==> src/hdl/rv_core_config.svh <==
// RV32I core configuration

`ifndef RV_CORE_CONFIG_SVH
`define RV_CORE_CONFIG_SVH

// First fetch address after reset
`define RV_RESET_ADDR 32'h0000_0000

// Architectural register count, x0 included
`define RV_NUM_REGS 32

`endif

==> src/hdl/rv_core_pkg.sv <==
// RV32I core types

package rv_core_pkg;

  // Major opcodes handled by the decoder
  typedef enum logic [6:0] {
    OPC_LOAD   = 7'b0000011,
    OPC_OP_IMM = 7'b0010011,
    OPC_AUIPC  = 7'b0010111,
    OPC_STORE  = 7'b0100011,
    OPC_OP     = 7'b0110011,
    OPC_LUI    = 7'b0110111,
    OPC_BRANCH = 7'b1100011,
    OPC_JALR   = 7'b1100111,
    OPC_JAL    = 7'b1101111,
    OPC_SYSTEM = 7'b1110011
  } opcode_e;

  typedef enum logic [3:0] {
    ALU_ADD, ALU_SUB, ALU_SLL, ALU_SLT, ALU_SLTU, ALU_XOR,
    ALU_SRL, ALU_SRA, ALU_OR, ALU_AND, ALU_PASS_B
  } alu_op_e;

  typedef enum logic [2:0] {IMM_I, IMM_S, IMM_B, IMM_U, IMM_J} imm_sel_e;

  typedef enum logic [1:0] {SRC_A_REG, SRC_A_PC, SRC_A_OLD_PC, SRC_A_ZERO} src_a_e;
  typedef enum logic [1:0] {SRC_B_REG, SRC_B_IMM, SRC_B_FOUR} src_b_e;
  typedef enum logic [1:0] {WB_ALU, WB_MEM, WB_PC4} wb_sel_e;

  typedef enum logic [2:0] {FETCH, DECODE, EXECUTE, MEM, WRITEBACK, HALT} state_e;

  typedef struct packed {
    logic [6:0] funct7;
    logic [4:0] rs2;
    logic [4:0] rs1;
    logic [2:0] funct3;
    logic [4:0] rd;
    opcode_e    opcode;
  } r_fmt_t;

  typedef struct packed {
    logic [11:0] imm12;
    logic [4:0]  rs1;
    logic [2:0]  funct3;
    logic [4:0]  rd;
    opcode_e     opcode;
  } i_fmt_t;

  // Also carries the B format, whose bits sit in the same fields
  typedef struct packed {
    logic [6:0] imm_hi;
    logic [4:0] rs2;
    logic [4:0] rs1;
    logic [2:0] funct3;
    logic [4:0] imm_lo;
    opcode_e    opcode;
  } s_fmt_t;

  // Also carries the J format
  typedef struct packed {
    logic [19:0] imm20;
    logic [4:0]  rd;
    opcode_e     opcode;
  } u_fmt_t;

  typedef union packed {
    r_fmt_t r_fmt;
    i_fmt_t i_fmt;
    s_fmt_t s_fmt;
    u_fmt_t u_fmt;
  } instr_u;

endpackage

==> src/hdl/rv_decode.sv <==
// Multicycle control FSM
`timescale 1ns/1ps

module rv_decode (
  input  logic                 clk,
  input  logic                 rst_n,
  input  rv_core_pkg::instr_u  instr,
  input  logic                 branch_taken,
  input  logic                 mem_ready,
  output rv_core_pkg::state_e  state_q,
  output logic                 ir_load,
  output logic                 pc_load,
  output logic                 old_pc_load,
  output rv_core_pkg::alu_op_e alu_op,
  output rv_core_pkg::src_a_e  src_a,
  output rv_core_pkg::src_b_e  src_b,
  output rv_core_pkg::imm_sel_e imm_sel,
  output rv_core_pkg::wb_sel_e wb_sel,
  output logic                 reg_we,
  output logic                 addr_sel,
  output logic                 mem_valid,
  output logic                 mem_we,
  output logic                 retired,
  output logic                 halted
);
  import rv_core_pkg::*;

  state_e  state_d;
  opcode_e opcode;
  logic [2:0] funct3;
  logic    funct7_b5;
  logic    hs;
  logic    is_store;
  logic    known;
  alu_op_e arith_op;

  assign opcode    = instr.r_fmt.opcode;
  assign funct3    = instr.r_fmt.funct3;
  assign funct7_b5 = instr.r_fmt.funct7[5];
  assign hs        = mem_valid & mem_ready;  // Transfer on this edge
  assign is_store  = (opcode == OPC_STORE);

  // Word access only, SYSTEM falls out as unknown
  always_comb begin
    case (opcode)
      OPC_OP, OPC_OP_IMM, OPC_LUI, OPC_AUIPC,
      OPC_JAL, OPC_JALR, OPC_BRANCH: known = 1'b1;
      OPC_LOAD, OPC_STORE:           known = (funct3 == 3'b010);
      default:                       known = 1'b0;
    endcase
  end

  always_comb begin
    case (funct3)
      3'b000:  arith_op = (opcode == OPC_OP && funct7_b5) ? ALU_SUB : ALU_ADD;
      3'b001:  arith_op = ALU_SLL;
      3'b010:  arith_op = ALU_SLT;
      3'b011:  arith_op = ALU_SLTU;
      3'b100:  arith_op = ALU_XOR;
      3'b101:  arith_op = funct7_b5 ? ALU_SRA : ALU_SRL;  // SRAI uses imm bit 10
      3'b110:  arith_op = ALU_OR;
      default: arith_op = ALU_AND;
    endcase
  end

  // Request is registered, raised on entry to FETCH or MEM
  always_ff @(posedge clk) begin
    if (!rst_n) begin
      state_q   <= FETCH;
      mem_valid <= 1'b0;
    end else begin
      state_q   <= state_d;
      mem_valid <= (state_d == FETCH) || (state_d == MEM);
    end
  end

  always_comb begin
    state_d     = state_q;
    ir_load     = 1'b0;
    pc_load     = 1'b0;
    old_pc_load = 1'b0;
    alu_op      = ALU_ADD;     // PC + 4 by default
    src_a       = SRC_A_PC;
    src_b       = SRC_B_FOUR;
    imm_sel     = IMM_I;
    wb_sel      = WB_ALU;
    reg_we      = 1'b0;
    addr_sel    = 1'b0;
    mem_we      = 1'b0;
    retired     = 1'b0;
    halted      = 1'b0;
    case (state_q)
      FETCH: begin
        ir_load     = hs;
        old_pc_load = hs;
        pc_load     = hs;  // Next PC ready before decode
        if (hs) state_d = DECODE;
      end
      DECODE: state_d = known ? EXECUTE : HALT;
      EXECUTE: begin
        state_d = WRITEBACK;
        case (opcode)
          OPC_OP: begin
            src_a  = SRC_A_REG;
            src_b  = SRC_B_REG;
            alu_op = arith_op;
          end
          OPC_OP_IMM: begin
            src_a  = SRC_A_REG;
            src_b  = SRC_B_IMM;
            alu_op = arith_op;
          end
          OPC_LUI: begin
            src_a   = SRC_A_ZERO;
            src_b   = SRC_B_IMM;
            imm_sel = IMM_U;
            alu_op  = ALU_PASS_B;
          end
          OPC_AUIPC: begin
            src_a   = SRC_A_OLD_PC;
            src_b   = SRC_B_IMM;
            imm_sel = IMM_U;
          end
          OPC_JAL: begin
            src_a   = SRC_A_OLD_PC;
            src_b   = SRC_B_IMM;
            imm_sel = IMM_J;
            pc_load = 1'b1;
          end
          OPC_JALR: begin
            src_a   = SRC_A_REG;
            src_b   = SRC_B_IMM;
            pc_load = 1'b1;
          end
          OPC_BRANCH: begin
            src_a   = SRC_A_OLD_PC;
            src_b   = SRC_B_IMM;
            imm_sel = IMM_B;
            pc_load = branch_taken;
            retired = 1'b1;  // Branches finish here
            state_d = FETCH;
          end
          OPC_LOAD, OPC_STORE: begin
            src_a   = SRC_A_REG;
            src_b   = SRC_B_IMM;
            imm_sel = is_store ? IMM_S : IMM_I;
            state_d = MEM;
          end
          default: state_d = HALT;
        endcase
      end
      MEM: begin
        src_a    = SRC_A_REG;  // Keep the address steady in alu_q
        src_b    = SRC_B_IMM;
        imm_sel  = is_store ? IMM_S : IMM_I;
        addr_sel = 1'b1;
        mem_we   = is_store;
        retired  = hs & is_store;
        if (hs) state_d = is_store ? FETCH : WRITEBACK;
      end
      WRITEBACK: begin
        reg_we  = 1'b1;
        retired = 1'b1;
        if (opcode == OPC_JAL || opcode == OPC_JALR) begin
          wb_sel = WB_PC4;
        end else if (opcode == OPC_LOAD) begin
          wb_sel = WB_MEM;
        end
        state_d = FETCH;
      end
      default: halted = 1'b1;  // Parked until reset
    endcase
  end

endmodule

==> src/hdl/rv_execute.sv <==
// Immediates, ALU and branch compare
`timescale 1ns/1ps

module rv_execute (
  input  rv_core_pkg::instr_u   instr,
  input  logic [31:0]           rs1_data,
  input  logic [31:0]           rs2_data,
  input  logic [31:0]           pc,
  input  logic [31:0]           old_pc,
  input  rv_core_pkg::alu_op_e  alu_op,
  input  rv_core_pkg::src_a_e   src_a,
  input  rv_core_pkg::src_b_e   src_b,
  input  rv_core_pkg::imm_sel_e imm_sel,
  output logic [31:0]           alu_result,
  output logic                  branch_taken
);
  import rv_core_pkg::*;

  logic [31:0] imm;
  logic [31:0] op_a;
  logic [31:0] op_b;
  logic [31:0] alu_raw;
  logic [4:0]  shamt;
  logic        jalr_target;

  always_comb begin
    case (imm_sel)
      IMM_S: imm = {{20{instr.s_fmt.imm_hi[6]}}, instr.s_fmt.imm_hi, instr.s_fmt.imm_lo};
      IMM_B: imm = {{20{instr.s_fmt.imm_hi[6]}}, instr.s_fmt.imm_lo[0],
                    instr.s_fmt.imm_hi[5:0], instr.s_fmt.imm_lo[4:1], 1'b0};
      IMM_U: imm = {instr.u_fmt.imm20, 12'b0};
      IMM_J: imm = {{12{instr.u_fmt.imm20[19]}}, instr.u_fmt.imm20[7:0],
                    instr.u_fmt.imm20[8], instr.u_fmt.imm20[18:9], 1'b0};
      default: imm = {{20{instr.i_fmt.imm12[11]}}, instr.i_fmt.imm12};
    endcase
  end

  always_comb begin
    case (src_a)
      SRC_A_PC:     op_a = pc;
      SRC_A_OLD_PC: op_a = old_pc;
      SRC_A_ZERO:   op_a = '0;
      default:      op_a = rs1_data;
    endcase
    case (src_b)
      SRC_B_IMM:  op_b = imm;
      SRC_B_FOUR: op_b = 32'd4;
      default:    op_b = rs2_data;
    endcase
  end

  assign shamt = op_b[4:0];

  always_comb begin
    case (alu_op)
      ALU_SUB:    alu_raw = op_a - op_b;
      ALU_SLL:    alu_raw = op_a << shamt;
      ALU_SLT:    alu_raw = {31'b0, $signed(op_a) < $signed(op_b)};
      ALU_SLTU:   alu_raw = {31'b0, op_a < op_b};
      ALU_XOR:    alu_raw = op_a ^ op_b;
      ALU_SRL:    alu_raw = op_a >> shamt;
      ALU_SRA:    alu_raw = $unsigned($signed(op_a) >>> shamt);
      ALU_OR:     alu_raw = op_a | op_b;
      ALU_AND:    alu_raw = op_a & op_b;
      ALU_PASS_B: alu_raw = op_b;
      default:    alu_raw = op_a + op_b;
    endcase
  end

  // Only the JALR target add, not the fetch increment
  assign jalr_target = (instr.i_fmt.opcode == OPC_JALR) && (src_a == SRC_A_REG);
  assign alu_result  = jalr_target ? {alu_raw[31:1], 1'b0} : alu_raw;

  always_comb begin
    case (instr.s_fmt.funct3)
      3'b000:  branch_taken = (rs1_data == rs2_data);
      3'b001:  branch_taken = (rs1_data != rs2_data);
      3'b100:  branch_taken = ($signed(rs1_data) < $signed(rs2_data));
      3'b101:  branch_taken = ($signed(rs1_data) >= $signed(rs2_data));
      3'b110:  branch_taken = (rs1_data < rs2_data);
      3'b111:  branch_taken = (rs1_data >= rs2_data);
      default: branch_taken = 1'b0;  // 010 and 011 are not branches
    endcase
  end

endmodule

==> src/hdl/rv_result.sv <==
// PC, instruction and result registers
`timescale 1ns/1ps

`include "rv_core_config.svh"

module rv_result (
  input  logic                 clk,
  input  logic                 rst_n,
  input  logic                 ir_load,
  input  logic                 pc_load,
  input  logic                 old_pc_load,
  input  rv_core_pkg::wb_sel_e wb_sel,
  input  logic [31:0]          alu_result,
  input  logic [31:0]          mem_rdata,
  input  logic                 addr_sel,
  output rv_core_pkg::instr_u  instr,
  output logic [31:0]          pc,
  output logic [31:0]          old_pc,
  output logic [31:0]          alu_q,
  output logic [31:0]          wb_data,
  output logic [31:0]          mem_addr
);
  import rv_core_pkg::*;

  logic [31:0] mdr_q;

  always_ff @(posedge clk) begin
    if (!rst_n) begin
      pc     <= `RV_RESET_ADDR;
      old_pc <= `RV_RESET_ADDR;  // Observed as the core pc output
    end else begin
      if (pc_load) pc <= alu_result;
      if (old_pc_load) old_pc <= pc;
    end
  end

  always_ff @(posedge clk) begin
    if (ir_load) instr <= mem_rdata;
    alu_q <= alu_result;
    // Last capture in MEM is the handshake edge
    if (addr_sel) mdr_q <= mem_rdata;
  end

  always_comb begin
    case (wb_sel)
      WB_MEM:  wb_data = mdr_q;
      WB_PC4:  wb_data = old_pc + 32'd4;  // Link address
      default: wb_data = alu_q;
    endcase
  end

  assign mem_addr = addr_sel ? alu_q : pc;

endmodule

==> src/hdl/rv_regfile.sv <==
// Integer register file
`timescale 1ns/1ps

`include "rv_core_config.svh"

module rv_regfile (
  input  logic        clk,
  input  logic        rst_n,
  input  logic [4:0]  rs1_addr,
  input  logic [4:0]  rs2_addr,
  input  logic [4:0]  rd_addr,
  input  logic        rd_we,
  input  logic [31:0] rd_data,
  output logic [31:0] rs1_data,
  output logic [31:0] rs2_data
);

  logic [31:0] regs [1:`RV_NUM_REGS-1];  // No storage behind x0

  always_ff @(posedge clk) begin
    if (!rst_n) begin
      for (int i = 1; i < `RV_NUM_REGS; i++) begin
        regs[i] <= '0;
      end
    end else if (rd_we && rd_addr != 5'd0) begin
      regs[rd_addr] <= rd_data;
    end
  end

  assign rs1_data = (rs1_addr == 5'd0) ? 32'd0 : regs[rs1_addr];
  assign rs2_data = (rs2_addr == 5'd0) ? 32'd0 : regs[rs2_addr];

endmodule

==> src/hdl/rv_core.sv <==
// Multicycle RV32I core
`timescale 1ns/1ps

module rv_core (
  input  logic        clk,
  input  logic        rst_n,
  output logic        mem_valid,
  input  logic        mem_ready,
  output logic [31:0] mem_addr,
  output logic        mem_we,
  output logic [31:0] mem_wdata,
  input  logic [31:0] mem_rdata,
  output logic [31:0] pc,
  output logic        retired,
  output logic        halted
);
  import rv_core_pkg::*;

  instr_u      instr;
  logic [31:0] rs1_data;
  logic [31:0] rs2_data;
  logic [31:0] fetch_pc;
  logic [31:0] old_pc;
  logic [31:0] alu_result;
  logic [31:0] wb_data;
  logic        branch_taken;
  logic        ir_load;
  logic        pc_load;
  logic        old_pc_load;
  logic        reg_we;
  logic        addr_sel;
  alu_op_e     alu_op;
  src_a_e      src_a;
  src_b_e      src_b;
  imm_sel_e    imm_sel;
  wb_sel_e     wb_sel;

  assign pc        = old_pc;    // Address of the instruction in flight
  assign mem_wdata = rs2_data;  // Store data straight from the rs2 port

  rv_decode i_decode (
    .clk          (clk),
    .rst_n        (rst_n),
    .instr        (instr),
    .branch_taken (branch_taken),
    .mem_ready    (mem_ready),
    .state_q      (),
    .ir_load      (ir_load),
    .pc_load      (pc_load),
    .old_pc_load  (old_pc_load),
    .alu_op       (alu_op),
    .src_a        (src_a),
    .src_b        (src_b),
    .imm_sel      (imm_sel),
    .wb_sel       (wb_sel),
    .reg_we       (reg_we),
    .addr_sel     (addr_sel),
    .mem_valid    (mem_valid),
    .mem_we       (mem_we),
    .retired      (retired),
    .halted       (halted)
  );

  rv_execute i_execute (
    .instr        (instr),
    .rs1_data     (rs1_data),
    .rs2_data     (rs2_data),
    .pc           (fetch_pc),
    .old_pc       (old_pc),
    .alu_op       (alu_op),
    .src_a        (src_a),
    .src_b        (src_b),
    .imm_sel      (imm_sel),
    .alu_result   (alu_result),
    .branch_taken (branch_taken)
  );

  rv_result i_result (
    .clk          (clk),
    .rst_n        (rst_n),
    .ir_load      (ir_load),
    .pc_load      (pc_load),
    .old_pc_load  (old_pc_load),
    .wb_sel       (wb_sel),
    .alu_result   (alu_result),
    .mem_rdata    (mem_rdata),
    .addr_sel     (addr_sel),
    .instr        (instr),
    .pc           (fetch_pc),
    .old_pc       (old_pc),
    .alu_q        (),
    .wb_data      (wb_data),
    .mem_addr     (mem_addr)
  );

  rv_regfile i_regfile (
    .clk          (clk),
    .rst_n        (rst_n),
    .rs1_addr     (instr.r_fmt.rs1),
    .rs2_addr     (instr.r_fmt.rs2),
    .rd_addr      (instr.r_fmt.rd),
    .rd_we        (reg_we),
    .rd_data      (wb_data),
    .rs1_data     (rs1_data),
    .rs2_data     (rs2_data)
  );

endmodule

==> config.mk <==
export PLATFORM = sky130hd
export DESIGN_NAME = rv_core
export DESIGN_NICKNAME = d
export VERILOG_FILES = /design/src/hdl/rv_core_pkg.sv /design/src/hdl/rv_decode.sv /design/src/hdl/rv_execute.sv /design/src/hdl/rv_result.sv /design/src/hdl/rv_regfile.sv /design/src/hdl/rv_core.sv
export VERILOG_INCLUDE_DIRS = /design/src /design/src/hdl
export SDC_FILE = /design/constraint.sdc
export NUM_CORES = 2
export LEC_CHECK = 0
export BUFFER_PORTS_ARGS = -buffer_cell sky130_fd_sc_hd__buf_2
export CORE_MARGIN = 2
export CORE_UTILIZATION = 50
export DETAILED_ROUTE_END_ITERATION = 6
export HOLD_SLACK_MARGIN = 0.05
export PLACE_DENSITY = 0.68
export RECOVER_POWER = 100
export SYNTH_ARGS = -nofsm -noshare
export SYNTH_HDL_FRONTEND = slang
export SYNTH_HIERARCHICAL = 1
export SYNTH_SLANG_ARGS = --single-unit
==> constraint.sdc <==
create_clock -name clk -period 6.5 [get_ports clk]
set_clock_uncertainty 0.2 [all_clocks]
set_input_delay 1.3 -clock clk [delete_from_list [all_inputs] [get_ports clk]]
set_output_delay 1.3 -clock clk [all_outputs]
set_load 0.01 [all_outputs]
; After elaboration in Yosys (flattened, before gate mapping)
; Memories as Yosys holds them, arrays and structs flattened. A register that Yosys moved wholly into a read port is not among the register bits.
; Cells that the tools add are included.
[op_classes]
mux = 50
n_bitwise = 5
n_eq_ne = 44
magnitude_cmp = 6
n_addsub = 3
n_shift = 3
reduce_logical = 23
[ops]
columns = cell, n
row1 = case mux 32 bit (10 select lines), 1
row2 = less-than comparator 32 bit, 4
row3 = 2-to-1 mux 32 bit, 4
row4 = case mux 32 bit (2 select lines), 2
row5 = case mux 31 bit (4 select lines), 1
row6 = case mux 32 bit (3 select lines), 1
row7 = greater-or-equal comparator 32 bit, 2
row8 = adder 32 x 3 -> 32 bit (second input constant), 1
row9 = adder 32 bit, 1
row10 = AND 32 bit, 1
row11 = equality test 32 bit, 1
row12 = inequality test 32 bit, 1
row13 = bitwise OR 32 bit, 1
row14 = OR reduction 32 bit, 1
row15 = left shift 32 x 5 -> 32 bit, 1
row16 = right shift 32 x 5 -> 32 bit, 1
row17 = >>> shifter 32 x 5 -> 32 bit, 1
row18 = subtractor 32 bit, 1
row19 = XOR 32 bit, 1
row20 = case mux 4 bit (7 select lines), 1
row21 = equality test 3 x 2 -> 1 bit (second input constant), 7
row22 = equality test 7 x 6 -> 1 bit (second input constant), 3
row23 = equality test 7 bit (second input constant), 3
row24 = equality test 3 bit (second input constant), 6
row25 = other kinds (37), 87
[totals]
ram_bits = 992
ff_bits = 164
in_bits = 35
memories = 1
word_cells = 142
[memory_table]
columns = name, words, word_bits, read_ports, rd_clocked_by_memory_dff, wr, line_no
row1 = i_regfile.regs, 31, 32, 2, 2, 31, rv_regfile.sv:18  ; logic [31:0] regs [1:`RV_NUM_REGS-1];

; Longest topological paths before layout
[depth]
ltp_word = 10
depth_mapped = 31
ltp_nobuf = 26

; Hierarchy
; The synthesis kept the hierarchy.
[modules_own_cells]
columns = module, area_per_inst_um2, cells_per_inst, instances
row1 = rv_regfile, 54766.3, 3653, 1
row2 = rv_execute, 11333.4, 1696, 1
row3 = rv_result, 6660.1, 554, 1
row4 = rv_decode, 747.0, 111, 1

; Least setup slack after synthesis
; OpenSTA, ideal clock, no wires.
[synth_path]
kind = register to register
from = register i_decode.state_q[1]
to = register i_result.pc[29]
setup_ns = 0.117
period_less_slack_ns = 6.397
slack_ns = 0.103
arrival_time_ns = 6.081
stages_incl_launch_ff = 27
t_required_ns = 6.183
cell_sequence = dfxtp_1 -> buf_2 -> nand3b_1 -> inv_1 -> a31o_2 -> inv_1 -> ha_1 -> or2b_1 -> or4b_1 -> nand2_2 -> buf_4 -> buf_4 -> buf_4 -> buf_2 -> ha_1 -> inv_1 -> a211o_1 -> a211oi_2 -> o21ai_0 -> a221oi_1 -> and4_1 -> o21ai_1 -> o21ai_0 -> mux2i_1 -> or4_1 -> mux2i_1 -> nor2b_1
[synth_lines]
columns = element, line_no
row1 = start: declaration, rv_decode.sv:10  ; output rv_core_pkg::state_e state_q,
row2 = start signal: assignment, rv_decode.sv:72  ; state_q <= state_d;
row3 = equality test 3 x 2 -> 1 bit, rv_decode.sv:92  ; case (state_q)
row4 = case mux 2 bit (2 select lines) (*), rv_decode.sv:92
row5 = net src_b[0], rv_core.sv:34  ; src_b_e src_b;
row6 = equality test 2 bit or equality test 2 x 1 -> 1 bit (tied branches), rv_execute.sv:45  ; case (src_b)
row7 = case mux 32 bit (2 select lines) (*), rv_execute.sv:45
row8 = "adder 32 bit, or another cell as far along", rv_execute.sv:66  ; default: alu_raw = op_a + op_b;
row9 = case mux 32 bit (10 select lines) (*), rv_execute.sv:55  ; case (alu_op)
row10 = net alu_result[29], rv_core.sv:24  ; logic [31:0] alu_result;
row11 = end signal: assignment, rv_result.sv:29  ; pc <= `RV_RESET_ADDR;
row12 = end signal: assignment, rv_result.sv:32  ; if (pc_load) pc <= alu_result;
row13 = end: declaration, rv_result.sv:17  ; output logic [31:0] pc,
; Mark *: on every way through the listed nets, which the timed path passes. The rest lies on a longest branch.
; A chain may end at the register's enable or synchronous reset.

; Worst setup path after layout
[layout_path]
from = register i_result/instr[24] (netlist bit)
to = register i_result.pc[12]
[layout_via]
elab_chain_cells = 6
[layout_lines]
columns = element, line_no
row1 = start: declaration, rv_result.sv:16  ; output rv_core_pkg::instr_u instr,
row2 = start signal: assignment, rv_result.sv:38  ; if (ir_load) instr <= mem_rdata;
row3 = logical NOT 5 bit (*), rv_regfile.sv:31  ; assign rs2_data = (rs2_addr == 5'd0) ? 32'd0 : regs[rs2_addr];
row4 = 2-to-1 mux 32 bit (*), rv_regfile.sv:31
row5 = "greater-or-equal comparator 32 bit, or another cell as far along", rv_execute.sv:81  ; 3'b111: branch_taken = (rs1_data >= rs2_data);
row6 = case mux 1 bit (6 select lines) (*), rv_execute.sv:75  ; case (instr.s_fmt.funct3)
row7 = net branch_taken, rv_core.sv:26  ; logic branch_taken;
row8 = case mux 1 bit (2 select lines) (*), rv_decode.sv:102  ; case (opcode)
row9 = case mux 1 bit (2 select lines) (*), rv_decode.sv:92
row10 = net pc_load, rv_core.sv:28  ; logic pc_load;
; Marks and branches as above.

==> reports/qor_table.md <==
| Item | This run | Unit |
|:---|:---|:---|
| Setup violators final | 1 | - |
| Dominant synthesized flop cell | edfxtp_1 | - |
| Clock Sinks | 1188 | - |
| Crit path max fanout | 13 | - |
| Number of routed nets with antenna violations | 0 | - |
| Avg Cell Area, Syn | 12.2 | um2 |
| Final worst path period share | 100 | % |
| Dpl hpwl | 216000 | um |
| Number of antenna violations at the first check in global routing | 23 | - |
| Largest area contributor in the netlist | edfxtp_1 | - |
| R2r setup slk | -20 | ps |
| Top post-synthesis cells by area | edfxtp_1, mux4_2, and2_1, mux2i_1, dfxtp_1 | - |
| Reg-to-reg endpoint | i_result/pc[12]$_SDFFE_PN0P_ | - |
| Count of unique library cells instantiated by Yosys | 115 | - |
| Hold EP | i_result/pc[22]$_SDFFE_PN0P_ | - |
| Max Freq | 0.153 | GHz |
| Arrival @ worst endpoint | 7040 | ps |
| Kind of critical path | flip-flop to flip-flop | - |
| Setup repair after global routing missed its margin | true | - |
| Number of slew-limit violations in the final report | 1700 | - |
| Maximum buffer depth of the clock tree | 3 | - |
| Number of input and output port buffers inserted | 134 | - |
| WHS | 368 | ps |
| First element of the critical path | i_result/instr[24]$_DFFE_PP_ | - |
| Clock Root Buffer | clkbuf_16 | - |
| Wire length of the first global-routing pass | 423000 | um |
| Max Cap Violations | 61 | - |
| Number of enable-type register cells in the synthesized netlist | 1088 | - |
| Area of the multi-input gates | 36500 | um2 |
| Kind of start point of the critical path | flip-flop | - |
| Smallest setup slack after layout | -23.9 | ps |
| Ys async rst share | 0 | % |
| CORE AREA | 146000 | um2 |
| Seq/Total Area, Yosys | 47.2 | % |
| Layout overhead on the synthesized area | 17.3 | % |
| I/O Pins | 135 | - |
| Clock buffer count from CTS | 132 | - |
| Total via count in the routed design | 59200 | - |
| Required time at the worst-slack endpoint | 7020 | ps |
| Standard-cell rows | 140 | - |
| Synth warnings | 6 | - |
| Global route total overflow | 0 | - |
| Worst reg2reg path startpoint | i_result/instr[24]$_DFFE_PP_ | - |
| Total of fill cells in the finished design | 11700 | - |
| Worst hold path depth | 2 | - |
| Gpl congestion | 1.04 | - |
| Global router's overall resource usage | 39.7 | % |
| Starting density of the core | 50.4 | % |
| CTS tree | done | - |
| Die extent in x | 387 | um |
| Share of cells above drive strength 1 | 25.8 | % |
| Chip height | 387 | um |
| Wire per inst | 35.3 | um |
| Number of global-route vias before repair | 56300 | - |
| Area enclosed by the die boundary | 150000 | um2 |
| Vias per inst | 6.86 | - |
| CTS hold repair buffers | 0 | - |
| Power per cell area | 237 | nW/um2 |
| Worst slew margin relative to its limit | -182 | % |
| Final hold violation count | 0 | - |
| Violated checks | max-capacitance violations, max-slew violations, negative setup slack | - |
| Min Clock Period, post-route | 6520 | ps |
| Element type at the critical path end | flip-flop | - |
| Drt first pass iters | 6 | - |
| Remaining routing DRC violations | 0 | - |
| Static leakage power | 0.0323 | uW |
| Worst min path class | flip-flop to flip-flop | - |
| Post-synthesis instance area | 73500 | um2 |
| Pin count of the biggest net entering global routing | 68 | - |
| Worst slew pin tran | 4190 | ps |
| Aggregate routed wire length | 304000 | um |
| Post-synthesis register bit count | 1188 | - |
| Register area | 34700 | um2 |
| Outcome | finished, violations left | - |
| Level count of the clock H-tree | 4 | - |
| Clock network latency to the later pin of the worst-skew pair | 810 | ps |
| Final #Nets | 6770 | - |
| Cell count after synthesis | 6014 | - |
| Critical hold path startpoint | i_result/pc[22]$_SDFFE_PN0P_ | - |
| Worst IR drop on VDD | 291 | uV |
| Top-area cell type share of the netlist area | 44.4 | % |
| Worst reg2reg path depth | 25 | - |
| Clk pin slew, worst setup/hold paths | 60 | ps |
| Starting DRC count in detailed routing | 8567 | - |
| Design Power | 20500 | uW |
==> final cells by class <==
type	instances	area share (%)
Antenna cell	9	0.0261
Timing Repair Buffer	988	8.99
Sequential cell	1188	40.2
Inverter	153	0.666
Tap cell	1917	2.78
Clock inverter	67	0.814
Multi-Input combinational cell	4136	42.3
Clock buffer	176	4.17
==> cell families (layout without fill, tap and decap cells) <==
family	count (synthesis)	after routing	share of synthesized area, %
adder cells (fa/ha/maj)	137	137	2.35
flip-flops	1188	1188	47.2
other	1	41	0.00510
XOR/XNOR	35	35	0.417
buffers and inverters	721	1384	4.53
AND/OR/NAND/NOR	1885	1885	14.6
AO/OA/AOI/OAI	1087	1087	10.7
multiplexers	960	960	20.2
==> metrics by stage <==
stage | worst slack, ps | util [%] | area (um2) | cells | TNS (ps)
5_1_grt | -36.2 | 59.2 | 86200 | 8628 | -73.3
3_3_place_gp | -453 | 56.1 | 81800 | 8356 | -9910
4_1_cts | 1.26 | 59.1 | 86200 | 8599 | 0
2_1_floorplan | 103 | - | 73600 | 6045 | 0
6_report | -23.9 | 59.2 | 86200 | 8634 | -23.9
3_5_place_dp | -436 | 56.1 | 81800 | 8356 | -12130
==> layout by cell type (no fill, tap or decap), drive strengths merged, types with 71 or more instances in the layout <==
cell    Yosys  layout
ha        134     134
mux2       88      88
nand2     183     183
inv       152     155
nor3      102     102
dfxtp     100     100
and2     1021    1021
nor2      245     245
clkbuf    383     322
nor2b     133     133
edfxtp   1088    1088
mux4      411     411
a211oi     71      71
o21ai     171     171
mux2i     461     461
a21oi     178     178
a21o       80      80
a22oi     109     109
buf       185     842
==> metal layers <==
metal | wire length [um] | part of all wire [%] | vias up | GRT usage (%)
li1 | - | - | 24000 | -
met1 | 109000 | 36 | 29400 | 51.8
met2 | 128000 | 42 | 4706 | 57.8
met3 | 43200 | 14 | 1009 | 12.2
met4 | 23900 | 7.8 | 22 | 24.7
met5 | 258 | 0.085 | - | 0
==> worst max path at each step <==
stage	endpoint	cells past startpoint	slack [ps]
2_1_floorplan	i_result/pc[29]$_SDFFE_PN0P_	26	100
3_3_place_gp	i_result/pc[28]$_SDFFE_PN0P_	25	-450
3_5_place_dp	i_result/pc[28]$_SDFFE_PN0P_	25	-440
4_1_cts	i_result/pc[12]$_SDFFE_PN0P_	27	1
5_1_grt	i_result/pc[28]$_SDFFE_PN0P_	26	-40
6_report	i_result/pc[12]$_SDFFE_PN0P_	25	-20
==> critical path: stages (launching register included) <==
cell and delay, ps:
edfxtp_1 660, inv_1 130, nand2_1 570, buf_4 340, a21oi_1 160, nor3_1 420, buf_4 210, inv_1 40
ha_1 290, a21o_1 200, a21o_1 170, a21o_1 170, a211oi_1 250, o21ai_1 140, a22o_1 270, nor3_2 190
buf_4 170, mux2_2 330, a31oi_1 160, a211oi_1 80, inv_1 260, nor2_1 100, o311a_4 410, buf_12 180
mux2i_4 200, nor2b_1 120
==> report_power, final <==
| group | switching, uW | internal [uW] |
|---|---|---|
| Clock | 3260 | 4290 |
| Sequential | 188 | 8610 |
| Combinational | 2450 | 1690 |
| Total | 5890 | 14600 |
==> registers in the layout, summed over array words and instances, names as in the netlist <==
signal,count
i_result/pc,32
i_result/mdr_q,32
i_decode/state_q,3
i_result/instr,32
i_decode/mem_valid,1
i_result/old_pc,32
i_regfile/regs,1024
i_result/alu_q,32
==> cells in the mapped netlist (57+ instances only) <==
cell / n
nand2_1: 181
buf_4: 57
a22o_1: 57
nor3_1: 97
o21ai_0: 157
clkbuf_1: 381
mux2_2: 88
and2_1: 1019
edfxtp_1: 1088
buf_2: 63
a21oi_1: 177
a22oi_1: 108
a21o_1: 80
ha_1: 134
inv_1: 151
dfxtp_1: 100
o221ai_1: 64
nor2_1: 245
mux2i_1: 460
a211oi_1: 70
mux4_2: 411
nor2b_1: 133
==> repair_timing <==
item,CTS,global route
endpoints found under the hold margin,0,0
pin swaps,1,18
resized for setup,25,85
buffers inserted,0,25
endpoints found under the setup margin,38,39
gates cloned,0,1
Power figures use the tool's default switching activity.
